File: src/rtl/boot_rom.hex
15c6
1000
15c0
0100
15c1
ff56
0a21
0bc1
80fd
8a61
0a80
20c0
02fa
0c01
0077
0137

File: src/rtl/mc_bus_pkg.sv
//********************
// shared bus types and address map
//********************

package mc_bus_pkg;

	//********************
	// widths with a meaning
	//********************
	typedef logic [15:0] word_t;     // data word
	typedef logic [16:0] bus_adr_t;  // byte address, bit 16 is the console half
	typedef logic [15:0] dma_adr_t;  // dma byte address, user half only
	typedef logic [1:0]  bsel_t;     // byte lanes, bit 1 is the high byte

	// processor request
	typedef struct packed {
		logic     cyc;
		logic     stb;
		logic     we;
		bsel_t    sel;
		bus_adr_t adr;
		word_t    dat;
	} cpu_bus_t;

	// dma engine request, req doubles as cyc
	typedef struct packed {
		logic     req;
		logic     stb;
		logic     we;
		dma_adr_t adr;
		word_t    dat;
	} dma_bus_t;

	// granted master as seen by the slaves
	typedef struct packed {
		logic     cyc;
		logic     stb;
		logic     we;
		bsel_t    sel;
		bus_adr_t adr;
		word_t    dat;
	} wb_bus_t;

	// one controller's sd card lines
	typedef struct packed {
		logic cs;
		logic mosi;
	} sd_lines_t;

	typedef enum logic [1:0] {OWN_CPU, OWN_RK, OWN_MY} bus_owner_e;
	typedef enum logic [2:0] {SD_IDLE, SD_RK, SD_DW, SD_DX, SD_MY} sd_owner_e;

	//********************
	// map and timing constants
	//********************
	localparam bsel_t      DMA_SEL     = 2'b11;   // dma always moves whole words
	localparam int         RAM_AW      = 8;       // 256 words
	localparam int         ROM_WORDS   = 16;
	localparam logic [3:0] ROM_TAG     = 4'b1110; // 0x1C000..0x1DFFF
	localparam logic [2:0] IO_TAG      = 3'b111;  // top 8k page
	localparam int         RAM_ACK_LAT = 2;       // cycles to ack

endpackage

File: src/rtl/bus_master_arbiter.sv
//********************
// bus master arbiter
//********************
`timescale 1ns/10ps

module bus_master_arbiter (
	input  logic                 wb_clk,
	input  logic                 rst_n_i,
	input  mc_bus_pkg::cpu_bus_t cpu_i,     // processor request
	input  mc_bus_pkg::dma_bus_t rk_i,      // rk dma engine
	input  mc_bus_pkg::dma_bus_t my_i,      // my dma engine
	input  logic                 ack_i,     // merged slave ack
	output logic                 cpu_gnt_o,
	output logic                 rk_gnt_o,
	output logic                 my_gnt_o,
	output logic                 cpu_ack_o,
	output logic                 rk_ack_o,
	output logic                 my_ack_o,
	output mc_bus_pkg::wb_bus_t  bus_o      // granted master onto the bus
);
	import mc_bus_pkg::*;

	bus_owner_e owner;  // current bus master
	dma_bus_t   dma;    // granted dma engine

	//********************
	// owner register
	//********************
	always_ff @(posedge wb_clk) begin
		if (!rst_n_i) begin
			owner <= OWN_CPU;
		end else if (!bus_o.cyc) begin     // switch only between bus cycles
			if (rk_i.req)
				owner <= OWN_RK;             // rk goes first
			else if (my_i.req)
				owner <= OWN_MY;
			else
				owner <= OWN_CPU;            // no dma pending
		end
	end

	assign cpu_gnt_o = (owner == OWN_CPU);
	assign rk_gnt_o  = (owner == OWN_RK);
	assign my_gnt_o  = (owner == OWN_MY);

	// ack only to whoever holds the bus
	assign cpu_ack_o = cpu_gnt_o & ack_i;
	assign rk_ack_o  = rk_gnt_o & ack_i;
	assign my_ack_o  = my_gnt_o & ack_i;

	//********************
	// master mux
	//********************
	assign dma = (owner == OWN_MY) ? my_i : rk_i;

	always_comb begin
		if (owner == OWN_CPU) begin
			bus_o.cyc = cpu_i.cyc;
			bus_o.stb = cpu_i.stb;
			bus_o.we  = cpu_i.we;
			bus_o.sel = cpu_i.sel;
			bus_o.adr = cpu_i.adr;
			bus_o.dat = cpu_i.dat;
		end else begin
			bus_o.cyc = dma.req;             // req held for the whole transfer
			bus_o.stb = dma.stb;
			bus_o.we  = dma.we;
			bus_o.sel = DMA_SEL;             // word transfers only
			bus_o.adr = {1'b0, dma.adr};     // user half of the map
			bus_o.dat = dma.dat;
		end
	end

	// exactly one master owns the bus
	a_gnt_onehot: assert property (@(posedge wb_clk) disable iff (!rst_n_i)
		$onehot({cpu_gnt_o, rk_gnt_o, my_gnt_o}))
		else $error("bus grants not one-hot");

endmodule

File: src/rtl/bus_decoder.sv
//********************
// address decoder
//********************
`timescale 1ns/10ps

module bus_decoder (
	input  mc_bus_pkg::wb_bus_t bus_i,
	output logic                ram_sel_o,  // word memory select
	output logic                rom_sel_o,  // boot rom select
	input  mc_bus_pkg::word_t   ram_dat_i,
	input  mc_bus_pkg::word_t   rom_dat_i,
	input  logic                ram_ack_i,
	input  logic                rom_ack_i,
	output logic                ack_o,      // to the arbiter
	output mc_bus_pkg::word_t   rdat_o      // shared read data
);
	import mc_bus_pkg::*;

	logic  access;  // live bus access
	logic  io_page; // top 8k page of a half
	word_t ram_part;
	word_t rom_part;

	assign access  = bus_i.cyc & bus_i.stb;
	assign io_page = (bus_i.adr[15:13] == IO_TAG);

	//********************
	// selects
	//********************
	// user half minus i/o page, plus console top page
	assign ram_sel_o = access & (~io_page ^ bus_i.adr[16]);
	assign rom_sel_o = access & (bus_i.adr[16:13] == ROM_TAG);

	//********************
	// return path
	//********************
	assign ack_o = ram_ack_i | rom_ack_i;  // unmapped never acks

	assign ram_part = ram_sel_o ? ram_dat_i : '0;
	assign rom_part = rom_sel_o ? rom_dat_i : '0;
	assign rdat_o   = ram_part | rom_part;  // zero when nothing selected

endmodule

File: src/rtl/word_memory.sv
//********************
// word memory
//********************
`timescale 1ns/10ps

module word_memory (
	input  logic                wb_clk,
	input  logic                rst_n_i,
	input  mc_bus_pkg::wb_bus_t bus_i,
	input  logic                sel_i,   // from the decoder
	output mc_bus_pkg::word_t   dat_o,
	output logic                ack_o
);
	import mc_bus_pkg::*;

	word_t                  mem [2**RAM_AW];  // storage
	word_t                  dat_q;            // read word
	logic [RAM_AW-1:0]      idx;              // word index
	logic                   sel_q;            // select seen last edge
	logic                   start;            // first edge of an access
	logic [RAM_ACK_LAT-1:0] ack_sr;           // ack delay line

	assign idx   = bus_i.adr[RAM_AW:1];      // aliases above the top bit
	assign start = sel_i & ~sel_q;

	//********************
	// access control
	//********************
	always_ff @(posedge wb_clk) begin
		if (!rst_n_i) begin
			sel_q  <= 1'b0;
			ack_sr <= '0;
		end else begin
			sel_q  <= sel_i;
			ack_sr <= {ack_sr[RAM_ACK_LAT-2:0], start};
		end
	end

	assign ack_o = ack_sr[RAM_ACK_LAT-1];  // one cycle pulse

	//********************
	// array
	//********************
	always_ff @(posedge wb_clk) begin
		if (start) begin
			if (bus_i.we && bus_i.sel[0])
				mem[idx][7:0] <= bus_i.dat[7:0];    // low lane
			if (bus_i.we && bus_i.sel[1])
				mem[idx][15:8] <= bus_i.dat[15:8];  // high lane
			dat_q <= mem[idx];                     // reads are always whole words
		end
	end

	assign dat_o = dat_q;

	// master waits for ack before the next strobe
	a_no_overlap: assert property (@(posedge wb_clk) disable iff (!rst_n_i)
		start |-> !(|ack_sr))
		else $error("memory access started while ack pending");

endmodule

File: src/rtl/boot_rom.sv
//********************
// boot rom
//********************
`timescale 1ns/10ps

module boot_rom (
	input  logic                wb_clk,
	input  logic                rst_n_i,
	input  mc_bus_pkg::wb_bus_t bus_i,
	input  logic                sel_i,
	output mc_bus_pkg::word_t   dat_o,
	output logic                ack_o
);
	import mc_bus_pkg::*;

	word_t                          rom [ROM_WORDS];  // boot table
	word_t                          dat_q;
	logic [$clog2(ROM_WORDS)-1:0]   ridx;             // word index
	logic                           sel_q;
	logic                           start;

	initial $readmemh("/design/src/rtl/boot_rom.hex", rom);

	assign ridx  = bus_i.adr[$clog2(ROM_WORDS):1];
	assign start = sel_i & ~sel_q;

	always_ff @(posedge wb_clk) begin
		if (!rst_n_i) begin
			sel_q <= 1'b0;
			ack_o <= 1'b0;
		end else begin
			sel_q <= sel_i;
			ack_o <= start;   // writes ack too and change nothing
		end
	end

	always_ff @(posedge wb_clk)
		if (start) dat_q <= rom[ridx];

	assign dat_o = dat_q;

endmodule

File: src/rtl/sdcard_arbiter.sv
//********************
// sd card arbiter
//********************
`timescale 1ns/10ps

module sdcard_arbiter (
	input  logic                  wb_clk,
	input  logic                  rst_n_i,
	input  logic                  rk_req_i,
	input  logic                  dw_req_i,
	input  logic                  dx_req_i,
	input  logic                  my_req_i,
	output logic                  rk_gnt_o,
	output logic                  dw_gnt_o,
	output logic                  dx_gnt_o,
	output logic                  my_gnt_o,
	input  mc_bus_pkg::sd_lines_t rk_sd_i,
	input  mc_bus_pkg::sd_lines_t dw_sd_i,
	input  mc_bus_pkg::sd_lines_t dx_sd_i,
	input  mc_bus_pkg::sd_lines_t my_sd_i,
	output mc_bus_pkg::sd_lines_t sd_o     // to the card
);
	import mc_bus_pkg::*;

	sd_owner_e state;  // who holds the card

	//********************
	// owner fsm
	//********************
	always_ff @(posedge wb_clk) begin
		if (!rst_n_i) begin
			state <= SD_IDLE;
		end else begin
			case (state)
				SD_IDLE: begin                      // pick by fixed priority
					if (rk_req_i)      state <= SD_RK;
					else if (dw_req_i) state <= SD_DW;
					else if (dx_req_i) state <= SD_DX;
					else if (my_req_i) state <= SD_MY;
				end
				SD_RK:   if (!rk_req_i) state <= SD_IDLE;  // release on req low
				SD_DW:   if (!dw_req_i) state <= SD_IDLE;
				SD_DX:   if (!dx_req_i) state <= SD_IDLE;
				SD_MY:   if (!my_req_i) state <= SD_IDLE;
				default: state <= SD_IDLE;
			endcase
		end
	end

	assign rk_gnt_o = (state == SD_RK);
	assign dw_gnt_o = (state == SD_DW);
	assign dx_gnt_o = (state == SD_DX);
	assign my_gnt_o = (state == SD_MY);

	// card lines follow rk unless another controller owns them
	assign sd_o = dw_gnt_o ? dw_sd_i :
	              dx_gnt_o ? dx_sd_i :
	              my_gnt_o ? my_sd_i : rk_sd_i;

	a_sd_onehot0: assert property (@(posedge wb_clk) disable iff (!rst_n_i)
		$onehot0({rk_gnt_o, dw_gnt_o, dx_gnt_o, my_gnt_o}))
		else $error("sd grants overlap");

endmodule

File: src/rtl/mc_bus_top.sv
//********************
// shared bus core
//********************
`timescale 1ns/10ps

module mc_bus_top (
	input  logic                  wb_clk,
	input  logic                  rst_n_i,
	input  mc_bus_pkg::cpu_bus_t  cpu_i,
	input  mc_bus_pkg::dma_bus_t  rk_i,
	input  mc_bus_pkg::dma_bus_t  my_i,
	output logic                  cpu_gnt_o,
	output logic                  rk_gnt_o,
	output logic                  my_gnt_o,
	output logic                  cpu_ack_o,
	output logic                  rk_ack_o,
	output logic                  my_ack_o,
	output mc_bus_pkg::word_t     rdat_o,      // shared read data
	input  logic                  rk_sdreq_i,
	input  logic                  dw_sdreq_i,
	input  logic                  dx_sdreq_i,
	input  logic                  my_sdreq_i,
	output logic                  rk_sdgnt_o,
	output logic                  dw_sdgnt_o,
	output logic                  dx_sdgnt_o,
	output logic                  my_sdgnt_o,
	input  mc_bus_pkg::sd_lines_t rk_sd_i,
	input  mc_bus_pkg::sd_lines_t dw_sd_i,
	input  mc_bus_pkg::sd_lines_t dx_sd_i,
	input  mc_bus_pkg::sd_lines_t my_sd_i,
	output mc_bus_pkg::sd_lines_t sd_o
);
	import mc_bus_pkg::*;

	wb_bus_t bus;                 // granted master
	logic    bus_ack;             // merged ack
	logic    ram_sel, rom_sel;
	word_t   ram_dat, rom_dat;
	logic    ram_ack, rom_ack;

	bus_master_arbiter arb_i (.wb_clk, .rst_n_i, .cpu_i, .rk_i, .my_i, .ack_i(bus_ack),
		.cpu_gnt_o, .rk_gnt_o, .my_gnt_o, .cpu_ack_o, .rk_ack_o, .my_ack_o, .bus_o(bus));

	bus_decoder dec_i (.bus_i(bus), .ram_sel_o(ram_sel), .rom_sel_o(rom_sel),
		.ram_dat_i(ram_dat), .rom_dat_i(rom_dat), .ram_ack_i(ram_ack),
		.rom_ack_i(rom_ack), .ack_o(bus_ack), .rdat_o);

	word_memory ram_i (.wb_clk, .rst_n_i, .bus_i(bus), .sel_i(ram_sel),
		.dat_o(ram_dat), .ack_o(ram_ack));

	boot_rom rom_i (.wb_clk, .rst_n_i, .bus_i(bus), .sel_i(rom_sel),
		.dat_o(rom_dat), .ack_o(rom_ack));

	// sd card sharing between the disk controllers
	sdcard_arbiter sd_i (.wb_clk, .rst_n_i,
		.rk_req_i(rk_sdreq_i), .dw_req_i(dw_sdreq_i),
		.dx_req_i(dx_sdreq_i), .my_req_i(my_sdreq_i),
		.rk_gnt_o(rk_sdgnt_o), .dw_gnt_o(dw_sdgnt_o),
		.dx_gnt_o(dx_sdgnt_o), .my_gnt_o(my_sdgnt_o),
		.rk_sd_i, .dw_sd_i, .dx_sd_i, .my_sd_i, .sd_o);

endmodule

File: config.mk
export PLATFORM = sky130hd
export DESIGN_NAME = mc_bus_top
export DESIGN_NICKNAME = d
export VERILOG_FILES = /design/src/rtl/mc_bus_pkg.sv /design/src/rtl/bus_master_arbiter.sv /design/src/rtl/bus_decoder.sv /design/src/rtl/word_memory.sv /design/src/rtl/boot_rom.sv /design/src/rtl/sdcard_arbiter.sv /design/src/rtl/mc_bus_top.sv
export SDC_FILE = /design/constraint.sdc
export NUM_CORES = 2
export LEC_CHECK = 0
export BUFFER_PORTS_ARGS = -buffer_cell sky130_fd_sc_hd__buf_2
export CAP_MARGIN = 20
export CELL_PAD_IN_SITES_DETAIL_PLACEMENT = 1
export CELL_PAD_IN_SITES_GLOBAL_PLACEMENT = 1
export CORE_ASPECT_RATIO = 1.5
export CORE_MARGIN = 2
export CORE_UTILIZATION = 39
export CTS_BUF_LIST = sky130_fd_sc_hd__clkbuf_8
export DETAILED_ROUTE_END_ITERATION = 12
export PLACE_DENSITY_LB_ADDON = 0.2
export SETUP_SLACK_MARGIN = 0.3
export SYNTH_ARGS = -nofsm -noshare
export SYNTH_HDL_FRONTEND = slang
export SYNTH_MEMORY_MAX_BITS = 65536
export SYNTH_SLANG_ARGS = --single-unit
File: constraint.sdc
create_clock -name wb_clk -period 18.56 [get_ports wb_clk]
set_input_delay 0.928 -clock wb_clk [delete_from_list [all_inputs] [get_ports wb_clk]]
set_output_delay 0.928 -clock wb_clk [all_outputs]
set_load 0.02 [all_outputs]
==> flow_metrics.tcl <==
set metrics [dict create \
    outcome "complete, no violations" \
    slew_violations 0 \
    ys.flop_type "edfxtp_1" \
    die-area_mm2 0.423 \
    p_per_area_mw_per_mm2 110 \
    final_cell_mix "edfxtp_1 (4,112), nand2_1 (2,099), a21oi_1 (2,056), clkbuf_8 (654), a221oi_1 (640)" \
    tns_ns 0 \
    wire_per_inst_um 29.4 \
    yosys.area.top_type "edfxtp_1" \
    routed_wl_um 522000 \
    fmax_mhz 139 \
    ant_nets 0 \
    grt-ovfl-total 0 \
    clock_skew_ns 0.100 \
    clock_power_share 0.353 \
    io_buffers 134 \
    place_inst 16660 \
    syn_nets 11837 \
    cts_inserted_buffers 630 \
    grt_pass1_vias 108562 \
    critPathTopFamily "buffers and inverters" \
    cts_setup_buffers 0 \
    final_common_cell "edfxtp_1" \
    final_nets 11875 \
    setup_ws_ns 11.36 \
    yosys_warnings 0 \
    antenna_found_initial 22 \
    slew_headroom 0.0390 \
    gp_congestion 0.830 \
    cp_cell_sequence "mux2i_1 -> o21a_4 -> buf_4 -> buf_4 -> buf_4 -> buf_4 -> a21oi_1 -> a221oi_1 -> nor3_1 -> o32ai_1 -> o21ai_0 -> a31oi_1" \
    yosysUniqueCellTypes 44 \
    max_cap_viol_count 0 \
    arrival_ns 8.17 \
    fin_cells 17765 \
    min_path_type "in2reg" \
    syn-cell-area_mm2 0.163 \
    ys_ff_latch 4122 \
    hold_viol 0 \
    cts_sinks 4122 \
    cp-start-kind "register" \
    avgViaCountPerCell 5.82 \
    max_stage_delay_ns 0.86 \
    critPathSlowestCell "buf_4" \
    peakVddDrop_mv 0.0565 \
    p_seq_frac 0.528 \
    grt_usage 0.239 \
    synthCells 11715 \
    initial_utilization 0.392 \
    critPathMaxFanout 62 \
    drive_above_1_share 0.0969 \
    switching_power_w 0.00533 \
    cp_num_buf_inv 4 \
    dieHeight_um 795 \
    die_w_um 532 \
    ios 150 \
    synth_area_per_cell_um2 13.9 \
    grt_max_degree 215 \
    cp.depth 12 \
    ff_latch_area_mm2 0.124 \
    critPathMostFrequentCell "buf_4" \
    final_area_mm2 0.180 \
    p_leak_nw 57.3 \
    async_reset_ff_frac 0 \
    synth.area.top_cells "edfxtp_1 (76%), a21oi_1 (6.3%), nand2_1 (4.9%)" \
    htreeDepth 6 \
    multiInputGateArea_mm2 0.0354 \
    whs_path_depth 3 \
    rr_worst_depth 12 \
    dr.pass1.iters 6 \
    fin_crit_sh 0.388 \
    coreArea_mm2 0.416 \
    clk_pin_slew_worst_paths_ns 0.06 \
    rsz0062_at_grt "false" \
    cp.required_ns 19.54 \
    synth.yosys.seq_area_share 0.760 \
    syn2layout_area_growth_pct 10.5 \
    vias 103415 \
    hold_ws_ns 0.132 \
    drtIter0Drc 8233 \
    crit_type "reg2reg" \
    p_sw_frac 0.270 \
    place_area_mm2 0.169 \
    drc 0 \
    pwr-share-comb 0.119 \
    synth_edf_count 4112 \
    finalCriticalPeriod_ns 7.20 \
    endpoint_kind "register" \
    finalSetupViolations 0 \
    clk_latency_ns 1.14 \
    cts_tree "done" \
    worstMarginPinSlew_ns 1.44 \
    clockBufferDepth 4 \
    hpwl_um 295000 \
    p_int_w 0.0144 \
    cts-root-buf "clkbuf_8" \
    synth_top_area_share 0.758 \
    rows 290 \
    grt_pass1_wl_um 749000 \
    place_ws_ns 11.00 \
    final.fill_count 41999 \
]
-- layer usage --
layer / share of wire / wire length [um] / global-route usage / vias to the layer above
li1: - / - / - / 45210
met5: 0.000040 / 21 / 0 / -
met3: 0.052 / 27200 / 0.0328 / 1042
met2: 0.51 / 268000 / 0.422 / 3258
met1: 0.38 / 200000 / 0.284 / 53901
met4: 0.053 / 27400 / 0.122 / 4
-- power groups by stage --
stage | logic (W) | registers [W] | clock network [W]
floorplan | 0.00135 | 0.0108 | 0
global placement | 0.00227 | 0.0106 | 0
detailed placement | 0.00235 | 0.0106 | 0
CTS | 0.00235 | 0.0104 | 0.00710
global route | 0.00250 | 0.0104 | 0.00745
finish | 0.00235 | 0.0104 | 0.00695
-- through the flow --
step,power [W],utilization
after global routing,0.0204,0.433
after floorplan,0.0122,-
final,0.0197,0.433
after global placement,0.0129,0.406
after detailed placement,0.0130,0.406
after CTS,0.0199,0.432
-- state kept, by name (all words and copies together), names as in the netlist --
name and count:
ram_i.ack_sr 2, ram_i.mem 4096, arb_i.owner 2, ram_i.sel_q 1
rom_i.sel_q 1, ram_i.dat_o 16, sd_i.state 3, rom_i.ack_o 1
-- worst register-to-register path, stage by stage, from the launching register on --
cell,delay [ns]
dfxtp_2,0.60
mux2i_1,0.53
o21a_4,0.74
buf_4,0.74
buf_4,0.85
buf_4,0.93
buf_4,0.74
a21oi_1,0.12
a221oi_1,0.56
nor3_1,0.14
o32ai_1,0.41
o21ai_0,0.39
a31oi_1,0.31
-- cell type report --
type | count | area share
Sequential cell | 4122 | 0.687
Multi-Input combinational cell | 6638 | 0.197
Clock buffer | 654 | 0.0500
Tap cell | 5548 | 0.0386
Timing Repair Buffer | 357 | 0.0158
Clock inverter | 427 | 0.0116
Antenna cell | 15 | 0.000209
Inverter | 4 | 0.0000834
-- what timing repair did --
| action | 4_1_cts | 5_1_grt |
|---|---|---|
| resized for setup | 0 | 0 |
| hold buffers | 3 | 0 |
| endpoints found under the setup margin | 0 | 0 |
| endpoints found under the hold margin | 3 | 0 |
-- final timing paths --
kind                  start              to  slack, ns
min reg2reg     rom_i.sel_q     rom_i.ack_o       0.40
max reg2reg  arb_i.owner[1]  ram_i.dat_o[2]      11.36
max          arb_i.owner[1]  ram_i.dat_o[2]      11.36
min              my_sdreq_i   sd_i.state[2]       0.13
-- cell usage after synthesis (all sizes together) (95+ instances only) --
master	count
edfxtp	4112
nand2	2121
a21oi	2056
a221oi	640
buf	553
nor2	550
clkbuf	398
nor3	260
a22o	256
a22oi	256
o22ai	130
o32ai	128
o21ai	95
-- kinds of logic (layout without fill, tap and decap cells) --
logic type      Yosys count  count (layout)  synth area share
flops                  4122            4122             0.760
mux                      26              26           0.00164
other cells               0              15                 0
simple gates           3018            3018            0.0729
buf+inv                 955            1442            0.0262
compound gates         3593            3593             0.140
xor+xnor                  1               1         0.0000538
Note: power is estimated with default switching activity, not from simulation.
